**src/hw/display_pkg.sv**
```systemverilog
package display_pkg;

	// one bit per colour, r is the msb and b sits at bit 0
	typedef struct packed {
		logic r;
		logic g;
		logic b;
	} pixel_t;

	// scanning runs while enable is set
	typedef struct packed {
		logic enable;
	} ctrl_t;

	localparam int AXIL_ADDR_W = 12;
	localparam int AXIL_DATA_W = 32;

	// control register byte address, pixels live below it
	localparam logic [AXIL_ADDR_W-1:0] CTRL_ADDR = 12'h800;

	// master-driven half of the bus
	typedef struct packed {
		logic [AXIL_ADDR_W-1:0] awaddr;
		logic awvalid;
		logic [AXIL_DATA_W-1:0] wdata;
		logic [AXIL_DATA_W/8-1:0] wstrb;
		logic wvalid;
		logic bready;
		logic [AXIL_ADDR_W-1:0] araddr;
		logic arvalid;
		logic rready;
	} axil_req_t;

	// slave-driven half of the bus
	typedef struct packed {
		logic awready;
		logic wready;
		logic [1:0] bresp;
		logic bvalid;
		logic arready;
		logic [AXIL_DATA_W-1:0] rdata;
		logic [1:0] rresp;
		logic rvalid;
	} axil_rsp_t;

endpackage

```
**src/hw/display_axil_slave.sv**
```systemverilog
module display_axil_slave #(
	parameter int columns = 32,
	parameter int rows = 16
) (
	input logic clk,
	input logic rst,
	input display_pkg::axil_req_t axil_req,
	output display_pkg::axil_rsp_t axil_rsp,
	output display_pkg::ctrl_t ctrl,
	output logic [$clog2(rows*columns)-1:0] fb_addr,
	output logic fb_we,
	output display_pkg::pixel_t fb_wdata,
	input display_pkg::pixel_t fb_rdata
);
	localparam int addr_w = $clog2(rows*columns);
	localparam int data_w = display_pkg::AXIL_DATA_W;
	localparam int pixels = rows*columns;
	localparam int top = display_pkg::AXIL_ADDR_W - 1;

	typedef enum logic [1:0] {acc_pixel, acc_ctrl, acc_error} access_t;

	// word address decode, anything unmapped answers slverr
	function automatic access_t decode(input logic [top:0] addr);
		if (addr == display_pkg::CTRL_ADDR)
			return acc_ctrl;
		if (addr < display_pkg::CTRL_ADDR && int'(addr[top:2]) < pixels)
			return acc_pixel;
		return acc_error;
	endfunction

	logic aw_hs;
	logic ar_hs;
	logic rd_pend;
	access_t rd_kind;
	access_t wr_kind;
	logic wr_start;
	logic bvalid;
	logic [1:0] bresp;
	logic rvalid;
	logic [1:0] rresp;
	logic [data_w-1:0] rdata;

	assign wr_kind = decode(axil_req.awaddr);
	// aw and w are taken together, never while a response waits
	assign wr_start = axil_req.awvalid && axil_req.wvalid && !aw_hs && !bvalid;

	// host port is shared, a write acceptance owns it in its cycle
	assign fb_addr = aw_hs ? addr_w'(axil_req.awaddr[top:2]) : addr_w'(axil_req.araddr[top:2]);
	assign fb_we = aw_hs && wr_kind == acc_pixel && axil_req.wstrb[0];
	assign fb_wdata = display_pkg::pixel_t'(axil_req.wdata[$bits(display_pkg::pixel_t)-1:0]);

	always_ff @(posedge clk) begin
		if (rst) begin
			aw_hs <= 1'b0;
			ar_hs <= 1'b0;
			rd_pend <= 1'b0;
			bvalid <= 1'b0;
			rvalid <= 1'b0;
			ctrl <= '0;
		end else begin
			aw_hs <= wr_start;
			// reads wait whenever a write is about to take the port
			ar_hs <= axil_req.arvalid && !ar_hs && !rd_pend && !rvalid && !wr_start;

			// write side, response one cycle after acceptance
			if (aw_hs) begin
				bvalid <= 1'b1;
				if (wr_kind == acc_ctrl)
					ctrl <= display_pkg::ctrl_t'(axil_req.wdata[$bits(display_pkg::ctrl_t)-1:0]);
			end else if (bvalid && axil_req.bready) begin
				bvalid <= 1'b0;
			end

			// read side, memory data shows up the cycle after acceptance
			rd_pend <= ar_hs;
			if (rd_pend)
				rvalid <= 1'b1;
			else if (rvalid && axil_req.rready)
				rvalid <= 1'b0;
		end
	end

	// response payload, held while valid is up
	always_ff @(posedge clk) begin
		if (aw_hs)
			bresp <= (wr_kind == acc_error) ? 2'd2 : 2'd0;
		if (ar_hs)
			rd_kind <= decode(axil_req.araddr);
		if (rd_pend) begin
			case (rd_kind)
				acc_pixel: rdata <= data_w'(fb_rdata);
				acc_ctrl: rdata <= data_w'(ctrl);
				default: rdata <= '0;
			endcase
			rresp <= (rd_kind == acc_error) ? 2'd2 : 2'd0;
		end
	end

	always_comb begin
		axil_rsp.awready = aw_hs;
		axil_rsp.wready = aw_hs;
		axil_rsp.bresp = bresp;
		axil_rsp.bvalid = bvalid;
		axil_rsp.arready = ar_hs;
		axil_rsp.rdata = rdata;
		axil_rsp.rresp = rresp;
		axil_rsp.rvalid = rvalid;
	end
endmodule

```
**src/hw/display_frame_buffer.sv**
```systemverilog
module display_frame_buffer #(
	parameter int columns = 32,
	parameter int rows = 16
) (
	input logic clk,
	input logic [$clog2(rows*columns)-1:0] host_addr,
	input logic host_we,
	input display_pkg::pixel_t host_wdata,
	output display_pkg::pixel_t host_rdata,
	input logic scan_re,
	input logic [$clog2(rows*columns)-1:0] scan_addr,
	output display_pkg::pixel_t scan_rdata
);
	localparam int depth = rows*columns;

	// row-major, index is row*columns + column
	display_pkg::pixel_t mem [depth];

	// host port, read returns the old word on a write cycle
	always_ff @(posedge clk) begin
		if (host_we)
			mem[host_addr] <= host_wdata;
		host_rdata <= mem[host_addr];
	end

	// scan port holds its last word until the next read enable
	always_ff @(posedge clk) begin
		if (scan_re)
			scan_rdata <= mem[scan_addr];
	end
endmodule

```
**src/hw/display_driver_row_loader.sv**
```systemverilog
module display_driver_row_loader #(
	parameter int columns = 32,
	parameter int pipe_length = 2
) (
	input logic clk,
	input logic rst,
	input logic load,
	output logic complete,
	output logic oclk,
	output logic [$clog2(columns)-1:0] column,
	output logic pipe
);
	localparam int col_w = $clog2(columns);
	localparam int prime_w = $clog2(pipe_length + 1);
	localparam logic [col_w-1:0] last_col = col_w'(columns - 1);
	localparam logic [prime_w-1:0] primed_full = prime_w'(pipe_length);

	// fetch steps done before the first oclk
	logic [prime_w-1:0] primed;
	// oclk pulses already sent for this row
	logic [col_w-1:0] clocked;

	// sequence per row, oclk runs at half the clock rate
	//   prime  pipe high for pipe_length cycles, columns 0 onwards fetched
	//   gap    one cycle with nothing, so rgb settles before the first edge
	//   shift  oclk low then oclk high with pipe, once per column
	//   done   complete for one cycle, counters back at zero
	// rgb moves on the edge that drops oclk, so it is stable at each rise
	always_ff @(posedge clk) begin
		if (rst || !load) begin
			oclk <= 1'b0;
			pipe <= 1'b0;
			complete <= 1'b0;
			primed <= '0;
			clocked <= '0;
			column <= '0;
		end else begin
			complete <= 1'b0;

			// every pipe cycle consumed a fetch, point at the next column
			if (pipe)
				column <= (column == last_col) ? '0 : column + 1'b1;

			if (primed != primed_full) begin
				pipe <= 1'b1;
				primed <= primed + 1'b1;
			end else if (!oclk) begin
				// pipe still high means priming just ended, insert the gap
				oclk <= !pipe;
				pipe <= !pipe;
			end else begin
				oclk <= 1'b0;
				pipe <= 1'b0;
				if (clocked == last_col) begin
					// last column out, restart from scratch next cycle
					complete <= 1'b1;
					clocked <= '0;
					primed <= '0;
					column <= '0;
				end else begin
					clocked <= clocked + 1'b1;
				end
			end
		end
	end
endmodule

```
**src/hw/display_pixel_pipe.sv**
```systemverilog
module display_pixel_pipe #(
	parameter int columns = 32,
	parameter int rows = 16,
	parameter int pipe_length = 2
) (
	input logic clk,
	input logic rst,
	input logic pipe,
	input logic [$clog2(columns)-1:0] column,
	input logic [$clog2(rows)-1:0] row,
	output logic scan_re,
	output logic [$clog2(rows*columns)-1:0] scan_addr,
	input display_pkg::pixel_t scan_rdata,
	output display_pkg::pixel_t rgb
);
	localparam int addr_w = $clog2(rows*columns);

	// the memory read register is the first stage
	assign scan_re = pipe;
	assign scan_addr = addr_w'(int'(row) * columns + int'(column));

	generate
		if (pipe_length > 1) begin : g_delay
			// remaining stages, all step together with the memory read
			display_pkg::pixel_t stage [pipe_length-1];

			always_ff @(posedge clk) begin
				if (rst) begin
					for (int i = 0; i < pipe_length - 1; i++)
						stage[i] <= '0;
				end else if (pipe) begin
					stage[0] <= scan_rdata;
					for (int i = 1; i < pipe_length - 1; i++)
						stage[i] <= stage[i-1];
				end
			end

			assign rgb = stage[pipe_length-2];
		end else begin : g_direct
			assign rgb = scan_rdata;
		end
	endgenerate
endmodule

```
**src/hw/display_scan_controller.sv**
```systemverilog
module display_scan_controller #(
	parameter int rows = 16,
	parameter int on_cycles = 8
) (
	input logic clk,
	input logic rst,
	input display_pkg::ctrl_t ctrl,
	input logic complete,
	output logic load,
	output logic [$clog2(rows)-1:0] row,
	output logic latch,
	output logic oe,
	output logic [$clog2(rows)-1:0] row_addr
);
	localparam int row_w = $clog2(rows);
	localparam int dwell_w = $clog2(on_cycles + 1);
	localparam logic [row_w-1:0] last_row = row_w'(rows - 1);
	localparam logic [dwell_w-1:0] dwell_full = dwell_w'(on_cycles);

	// panel lit with the latched row
	logic lit;
	// cycles since the last latch, saturates at on_cycles
	logic [dwell_w-1:0] dwell;

	// next row loads only once the shown row has had its time
	assign load = ctrl.enable && dwell == dwell_full;
	// blank on complete and as soon as scanning is switched off
	assign oe = lit && ctrl.enable && !complete;

	always_ff @(posedge clk) begin
		if (rst) begin
			row <= '0;
			row_addr <= '0;
			latch <= 1'b0;
			lit <= 1'b0;
			// start saturated so the first row loads at once
			dwell <= dwell_full;
		end else begin
			latch <= complete;
			if (complete) begin
				// show the row just shifted in, move loading on
				row_addr <= row;
				row <= (row == last_row) ? '0 : row + 1'b1;
				dwell <= '0;
				lit <= 1'b0;
			end else begin
				if (dwell != dwell_full)
					dwell <= dwell + 1'b1;
				// light up the cycle after latch, stay lit until blanked
				lit <= ctrl.enable && (lit || latch);
			end
		end
	end
endmodule

```
**src/hw/display_top.sv**
```systemverilog
module display_top #(
	parameter int columns = 32,
	parameter int rows = 16,
	parameter int pipe_length = 2,
	parameter int on_cycles = 8
) (
	input logic clk,
	input logic rst,
	input display_pkg::axil_req_t axil_req,
	output display_pkg::axil_rsp_t axil_rsp,
	output logic oclk,
	output display_pkg::pixel_t rgb,
	output logic latch,
	output logic oe,
	output logic [$clog2(rows)-1:0] row_addr
);
	localparam int addr_w = $clog2(rows*columns);

	display_pkg::ctrl_t ctrl;

	// host port
	logic [addr_w-1:0] fb_addr;
	logic fb_we;
	display_pkg::pixel_t fb_wdata;
	display_pkg::pixel_t fb_rdata;

	// scan port
	logic scan_re;
	logic [addr_w-1:0] scan_addr;
	display_pkg::pixel_t scan_rdata;

	// loader and sequencer handshake
	logic load;
	logic complete;
	logic pipe;
	logic [$clog2(columns)-1:0] column;
	logic [$clog2(rows)-1:0] load_row;

	display_axil_slave #(.columns(columns), .rows(rows)) slave_i (
		.clk(clk), .rst(rst), .axil_req(axil_req), .axil_rsp(axil_rsp), .ctrl(ctrl),
		.fb_addr(fb_addr), .fb_we(fb_we), .fb_wdata(fb_wdata), .fb_rdata(fb_rdata)
	);

	display_frame_buffer #(.columns(columns), .rows(rows)) frame_buffer_i (
		.clk(clk), .host_addr(fb_addr), .host_we(fb_we), .host_wdata(fb_wdata),
		.host_rdata(fb_rdata), .scan_re(scan_re), .scan_addr(scan_addr),
		.scan_rdata(scan_rdata)
	);

	display_driver_row_loader #(.columns(columns), .pipe_length(pipe_length)) loader_i (
		.clk(clk), .rst(rst), .load(load), .complete(complete), .oclk(oclk),
		.column(column), .pipe(pipe)
	);

	display_pixel_pipe #(.columns(columns), .rows(rows), .pipe_length(pipe_length)) pipe_i (
		.clk(clk), .rst(rst), .pipe(pipe), .column(column), .row(load_row),
		.scan_re(scan_re), .scan_addr(scan_addr), .scan_rdata(scan_rdata), .rgb(rgb)
	);

	display_scan_controller #(.rows(rows), .on_cycles(on_cycles)) scan_i (
		.clk(clk), .rst(rst), .ctrl(ctrl), .complete(complete), .load(load),
		.row(load_row), .latch(latch), .oe(oe), .row_addr(row_addr)
	);
endmodule

```
**config.mk**
```make
export PLATFORM = sky130hd
export DESIGN_NAME = display_top
export DESIGN_NICKNAME = d
export VERILOG_FILES = /design/src/hw/display_pkg.sv /design/src/hw/display_axil_slave.sv /design/src/hw/display_frame_buffer.sv /design/src/hw/display_driver_row_loader.sv /design/src/hw/display_pixel_pipe.sv /design/src/hw/display_scan_controller.sv /design/src/hw/display_top.sv
export SDC_FILE = /design/constraint.sdc
export NUM_CORES = 2
export LEC_CHECK = 0
export ABC_CLOCK_PERIOD_IN_PS = 3700
export BUFFER_PORTS_ARGS = -buffer_cell sky130_fd_sc_hd__buf_2
export CAP_MARGIN = 0
export CORE_MARGIN = 3
export CORE_UTILIZATION = 39
export CTS_BUF_LIST = sky130_fd_sc_hd__clkbuf_8
export CTS_CLUSTER_DIAMETER = 40
export CTS_CLUSTER_SIZE = 8
export DETAILED_ROUTE_END_ITERATION = 6
export HOLD_SLACK_MARGIN = 0.08
export PLACE_DENSITY = 0.51
export REMOVE_ABC_BUFFERS = 1
export SLEW_MARGIN = 20
export SYNTH_ARGS = -nofsm -noshare
export SYNTH_HDL_FRONTEND = slang
export SYNTH_SLANG_ARGS = --single-unit
```
**constraint.sdc**
```tcl
create_clock -name clk -period 3.7 [get_ports clk]
set_input_delay 0.185 -clock clk [delete_from_list [all_inputs] [get_ports clk]]
set_output_delay 0.185 -clock clk [all_outputs]
set_load 0.005 [all_outputs]
```
# After elaboration in Yosys (flattened, before gate mapping)
# Memory sizes are Yosys's and may differ from the RTL's. A register that Yosys moved wholly into a read port is not among the register bits.
# Cells that the tools add are included.
# totals
register_bits,73
mem_bits_rw,1539
word_cells,137
n_memories,2
# mem_list
memory,words,width,rd,rd_ports_with_merged_regs,write_ports,line,text
frame_buffer_i.mem,512,3,2,2,1,display_frame_buffer.sv:17,display_pkg::pixel_t mem [depth];
pipe_i.g_delay.stage,1,3,1,0,1,display_pixel_pipe.sv:25,display_pkg::pixel_t stage [pipe_length-1];
# op_classes
addsub,6
order_cmp,4
eq_ne,12
muxes,48
bitwise,2
n_reduce_logical,41
# ops
op,n
5-bit two-way mux,6
2-bit two-way mux,13
12-bit == test (second input constant),2
12-bit less-than comparator (second input constant),2
1-bit two-way mux,23
10-bit less-than comparator (second input constant),2
1-bit logical AND,17
4-bit two-way mux,3
5-bit by 1-bit adder with 5-bit output (second input constant),2
5-bit == test (second input constant),2
2-bit nonzero test,5
9-bit by 5-bit adder with 9-bit output,1
1-bit zero test,9
9-bit two-way mux,1
4-bit by 1-bit adder with 4-bit output (second input constant),2
4-bit == test (second input constant),2
3-bit one-hot mux with 2 select lines,1
2-bit AND reduction,3
3-bit OR reduction,2
2-bit by 1-bit == test with 1-bit output (second input constant),2
2-bit == test (second input constant),2
2-bit zero test,2
4-bit inequality test (second input constant),1
3-bit two-way mux,1
other kinds (5),7

# Depth between registers and ports, before layout
# depth
depth_word,11
depth_mapped,15

# Hierarchy
# Synthesis repeated with hierarchy kept, for this count alone.
# unflattened
hier_cells,4724
area_unflattened_um2,77101.4
# modules_own_cells
mod,instances,cells_per_inst,area_per_inst_um2,seq_area_each_um2
display_frame_buffer,1,4477,74689.1,46274.4
display_axil_slave,1,98,953.4,330.3
display_driver_row_loader,1,70,675.6,300.3
display_scan_controller,1,62,585.6,280.3
display_pixel_pipe,1,17,197.7,90.1

# Least setup slack after synthesis
# OpenSTA, ideal clock, no wires.
# synth_timing
kind,reg2reg
startpoint,register loader_i.column[0]
endpoint,register frame_buffer_i.scan_rdata[0] (netlist name)
setup_time_ps,273
arrival_ps,2867
required_ps,3427
path_slack_ps,560
path_stages_with_launch,11
n_path_buf,4
synth_period_minus_slack_ps,3140
cell_sequence,dfxtp_1 > buf_2 > buf_2 > buf_2 > buf_2 > mux4_2 > mux4_2 > a22oi_1 > nand2_1 > o21ai_0 > o221ai_1
# synth_between
elab_chain_len,1
# synth_lines
item,line,text
from (decl),display_driver_row_loader.sv:10,"output logic [$clog2(columns)-1:0] column,"
from (signal assigned),display_driver_row_loader.sv:42,column <= (column == last_col) ? '0 : column + 1'b1;
9-bit by 5-bit adder with 9-bit output,display_pixel_pipe.sv:20,assign scan_addr = addr_w'(int'(row) * columns + int'(column));
# Every way passes these cells.
# A chain may end at the register's enable or synchronous reset.

# Worst setup path in the final report
# layout_timing
startpoint,register slave_i.aw_hs
endpoint,register frame_buffer_i.host_rdata[0] (netlist name)
# layout_between
elab_chain_len,1
# layout_lines
item,line,text
from (decl),display_axil_slave.sv:31,logic aw_hs;
from (signal assigned),display_axil_slave.sv:61,aw_hs <= wr_start;
9-bit two-way mux,display_axil_slave.sv:48,assign fb_addr = aw_hs ? addr_w'(axil_req.awaddr[top:2]) : addr_w'(axil_req.araddr[top:2]);
# Every way passes these cells.

==> summary.txt <==
Layout
  – Reg area: 47,290 um2
  – Layout Nets: 5,528
  – Share of post-route cells with drive strength above 1: 29.57%
  – Synth-to-Final Area Change: 17.26%
  – Commonest cells after routing, fill and taps aside: edfxtp_1 (1,549), nand2_1 (731), mux4_2 (673)
  – Multi-input combinational cell area: 27,350 um2
  – Leading cell type in the layout, fill and taps excluded: edfxtp_1
  – Design Area, Final: 89,240 um2
  – Fillers: 16,702

Power
  – Pleak: 28.41 nW
  – PwrDens: 449.8 nW/um2
  – Largest vdd supply drop: 0.0003842 V

Global routing
  – Largest net degree at the start of global routing: 146
  – Initial antenna violation count: 15
  – Most used routing layer: met2
  – GR Util met1: 38.26%
  – GR Layer Usage met2: 43.80%
  – First-pass GRT wire length: 403.6 mm
  – GRT overflow: 0
  – Vias in the first global route: 51,578
  – Met3 Use GR: 7.653%
  – Total track usage: 28.82%

Detailed routing
  – Via count: 51,745
  – Vias per inst: 6.341
  – DRC errors left: 6
  – DRT Wirelength: 291.0 mm
  – Initial DRC Count: 6,791
  – Initial DRT Pass Iterations: 7
  – Final ANT Viol Nets: 0
  – Routed len/inst: 35.65 um

Synthesis
  – Post-Synthesis Cell Area: 76,100 um2
  – Synth Instances: 5,009
  – Asr flop ratio synth: 0%
  – Yosys warnings: 0
  – Synth Area per Inst: 15.19 um2
  – Sequential share of the synthesized area: 62.12%
  – Yosys reg bits: 1,587
  – Post-synth EDFFs: 1,549
  – Ys flop type: edfxtp_1
  – Netlist cell types: 71

STA
  – Fin crit share: 100.3%
  – Fmax: 269.6 MHz
  – Period minus WS final: 3.710 ns
  – Clk_skew: 0.07805 ns
  – Setup Viol. Count Final: 1
  – Final Max Slew Viols: 0
  – Hold violation count in the final report: 0
  – RSZ-0062 raised after global routing: false
  – Final worst slack: -0.009681 ns
  – Hold slack: 0.2031 ns
  – Worst slew pin tran: 1.269 ns
  – Rel. slew slack: 14.64%

Setup path
  – CP Launch Type: register
  – Crit path max fanout: 40
  – Setup CP Type: register to register
  – Slowest cell on the critical path: nand4_1
  – Critical path arrival: 4.68 ns
  – Critical Path RT: 4.67 ns
  – Most frequent CP cell: buf_12
  – Worst path cell trace: buf_4 -> buf_12 -> mux2i_4 -> clkbuf_16 -> buf_12 -> nand2_1 -> nand3_1 -> nand4_1 -> o22ai_1 -> o21ai_0 -> a21oi_1 -> nand4b_1
  – Worst path max stage delay: 0.45 ns
  – Endpoint class of the critical path: register

Clock network
  – Deepest clock path buffer count: 4
  – Clock root buffer: clkbuf_8
  – Htree depth: 5
  – Cts bufs inserted: 302
  – Worst-path clk slew: 0.06 ns
  – CTS tree: built
  – Clock sink count: 1,587
  – Worst-Skew Late Latency: 1.05 ns

Min path
  – Hold Crit Class: primary input to register

Place
  – DP Wirelength: 194.4 mm
  – Pre-CTS setup slack: -0.7179 ns
  – Dpl cell area: 82,840 um2
  – Buffers on Ports: 54
  – Final Wtd Congestion: 0.9334

Floorplanning
  – Ports: 118
  – Initial Utilization: 39.39%
  – Rows: 161
  – Height of the chip: 447.7 um
  – Core Footprint: 193,200 um2
  – Die X: 447.7 um
  – Die footprint: 200,500 um2

Run
  – Max Cap Viol: 0

Status
  – Outcome: finished with violations
  – Failing checks: DRC, setup timing
-- sequential cells by signal, indices dropped and copies added (netlist names), 2 cells and up --
name                       cells
frame_buffer_i.mem          1536
loader_i.clocked               5
loader_i.column                5
scan_i.dwell                   4
scan_i.row                     4
scan_i.row_addr                4
frame_buffer_i.host_rdata      3
frame_buffer_i.scan_rdata      3
pipe_i.g_delay.stage           3
slave_i.rdata                  3
loader_i.primed                2
slave_i.rd_kind                2
-- cell type report --
type | instances | share of cell area, %
Multi-Input combinational cell | 3003 | 30.65
Timing Repair Buffer | 549 | 6.308
Tap cell | 2526 | 3.542
Sequential cell | 1587 | 53.00
Clock buffer | 310 | 4.781
Inverter | 11 | 0.04627
Antenna cell | 8 | 0.02243
Clock inverter | 167 | 1.656
-- worst paths after layout --
| kind | startpoint | end | slack, ns | depth (start not counted) |
|---|---|---|---|---|
| min reg2reg | loader_i.primed[1] | loader_i.primed[0] | 0.47 | 1 |
| min | axil_req[62] | frame_buffer_i.host_rdata[1] | 0.20 | 5 |
| max | slave_i.aw_hs | frame_buffer_i.host_rdata[0] | -0.01 | 12 |
| max reg2reg | slave_i.aw_hs | frame_buffer_i.host_rdata[0] | -0.01 | 12 |
-- metrics by stage --
stage | util [%] | power, mW | cells | TNS (ns)
2_1_floorplan | - | 21.44 | 4600 | -2460.70
3_3_place_gp | 42.88 | 23.03 | 7627 | -0.8626
3_5_place_dp | 42.88 | 23.03 | 7627 | -0.9253
4_1_cts | 46.13 | 40.27 | 8150 | 0
5_1_grt | 46.18 | 41.29 | 8154 | 0
6_report | 46.19 | 40.13 | 8161 | -0.009681
-- power breakdown --
group	switching, mW	internal [mW]	total (mW)
Sequential	0.0223	19.7	19.8
Combinational	2.05	0.992	3.04
Clock	7.77	9.57	17.3
-- what timing repair did --
item                                     CTS  global route
endpoints found under the hold margin   1571             0
gates resized for setup                   10            13
setup buffers                              5             2
pin swaps                                  1             2
endpoints found under the setup margin     3             4
hold buffers                              40             0
cloned                                     1             1
-- cell families after synthesis --
family                   count (synthesis)  synth area share [%]
AO/OA/AOI/OAI                          347                 3.242
AND/OR/NAND/NOR                       1808                 10.10
XOR/XNOR                                 7               0.08056
buffers and inverters                  450                 2.695
adder cells (fa/ha/maj)                  7                0.1151
flip-flops                            1587                 62.12
other                                    1              0.004928
multiplexers                           802                 21.64
-- cells in the mapped netlist, types with 5 or more instances --
cell,count,share of area [%]
a211oi_1,8,0.079
a21oi_1,64,0.42
a221oi_1,5,0.058
a222oi_1,5,0.066
a22o_1,10,0.12
a22oi_1,68,0.67
a311oi_1,17,0.20
a31oi_1,52,0.43
a32oi_1,41,0.47
a41oi_1,7,0.081
and3_1,28,0.23
buf_1,62,0.31
buf_2,112,0.74
buf_4,45,0.44
buf_6,7,0.10
clkbuf_1,213,1.1
dfxtp_1,38,1.0
edfxtp_1,1549,61
ha_1,7,0.12
inv_1,11,0.054
mux2_2,10,0.15
mux2i_1,117,1.5
mux4_2,673,20
nand2_1,747,3.7
nand2b_1,15,0.12
nand3_1,260,1.7
nand4_1,82,0.67
nor2_1,594,2.9
nor2b_1,12,0.099
nor3_1,16,0.11
nor4_1,11,0.090
nor4b_1,5,0.058
o2111ai_1,8,0.092
o211ai_1,10,0.099
o21ai_0,19,0.12
o22ai_1,10,0.082
or2_2,5,0.041
-- metal layers --
metal  part of all wire (%)  wire length, um
met5                  0.015               43
met4                    5.6            16340
met3                     10            30310
met2                     45           132400
met1                     38           111900
-- worst max-delay path: cells and delay by family, from the launching register on --
family	cells	cell delay [ns]
flops	1	0.41
buf+inv	4	1.08
compound gates	3	0.94
simple gates	4	0.79
mux	1	0.32
Note: power is estimated with default switching activity, not from simulation.
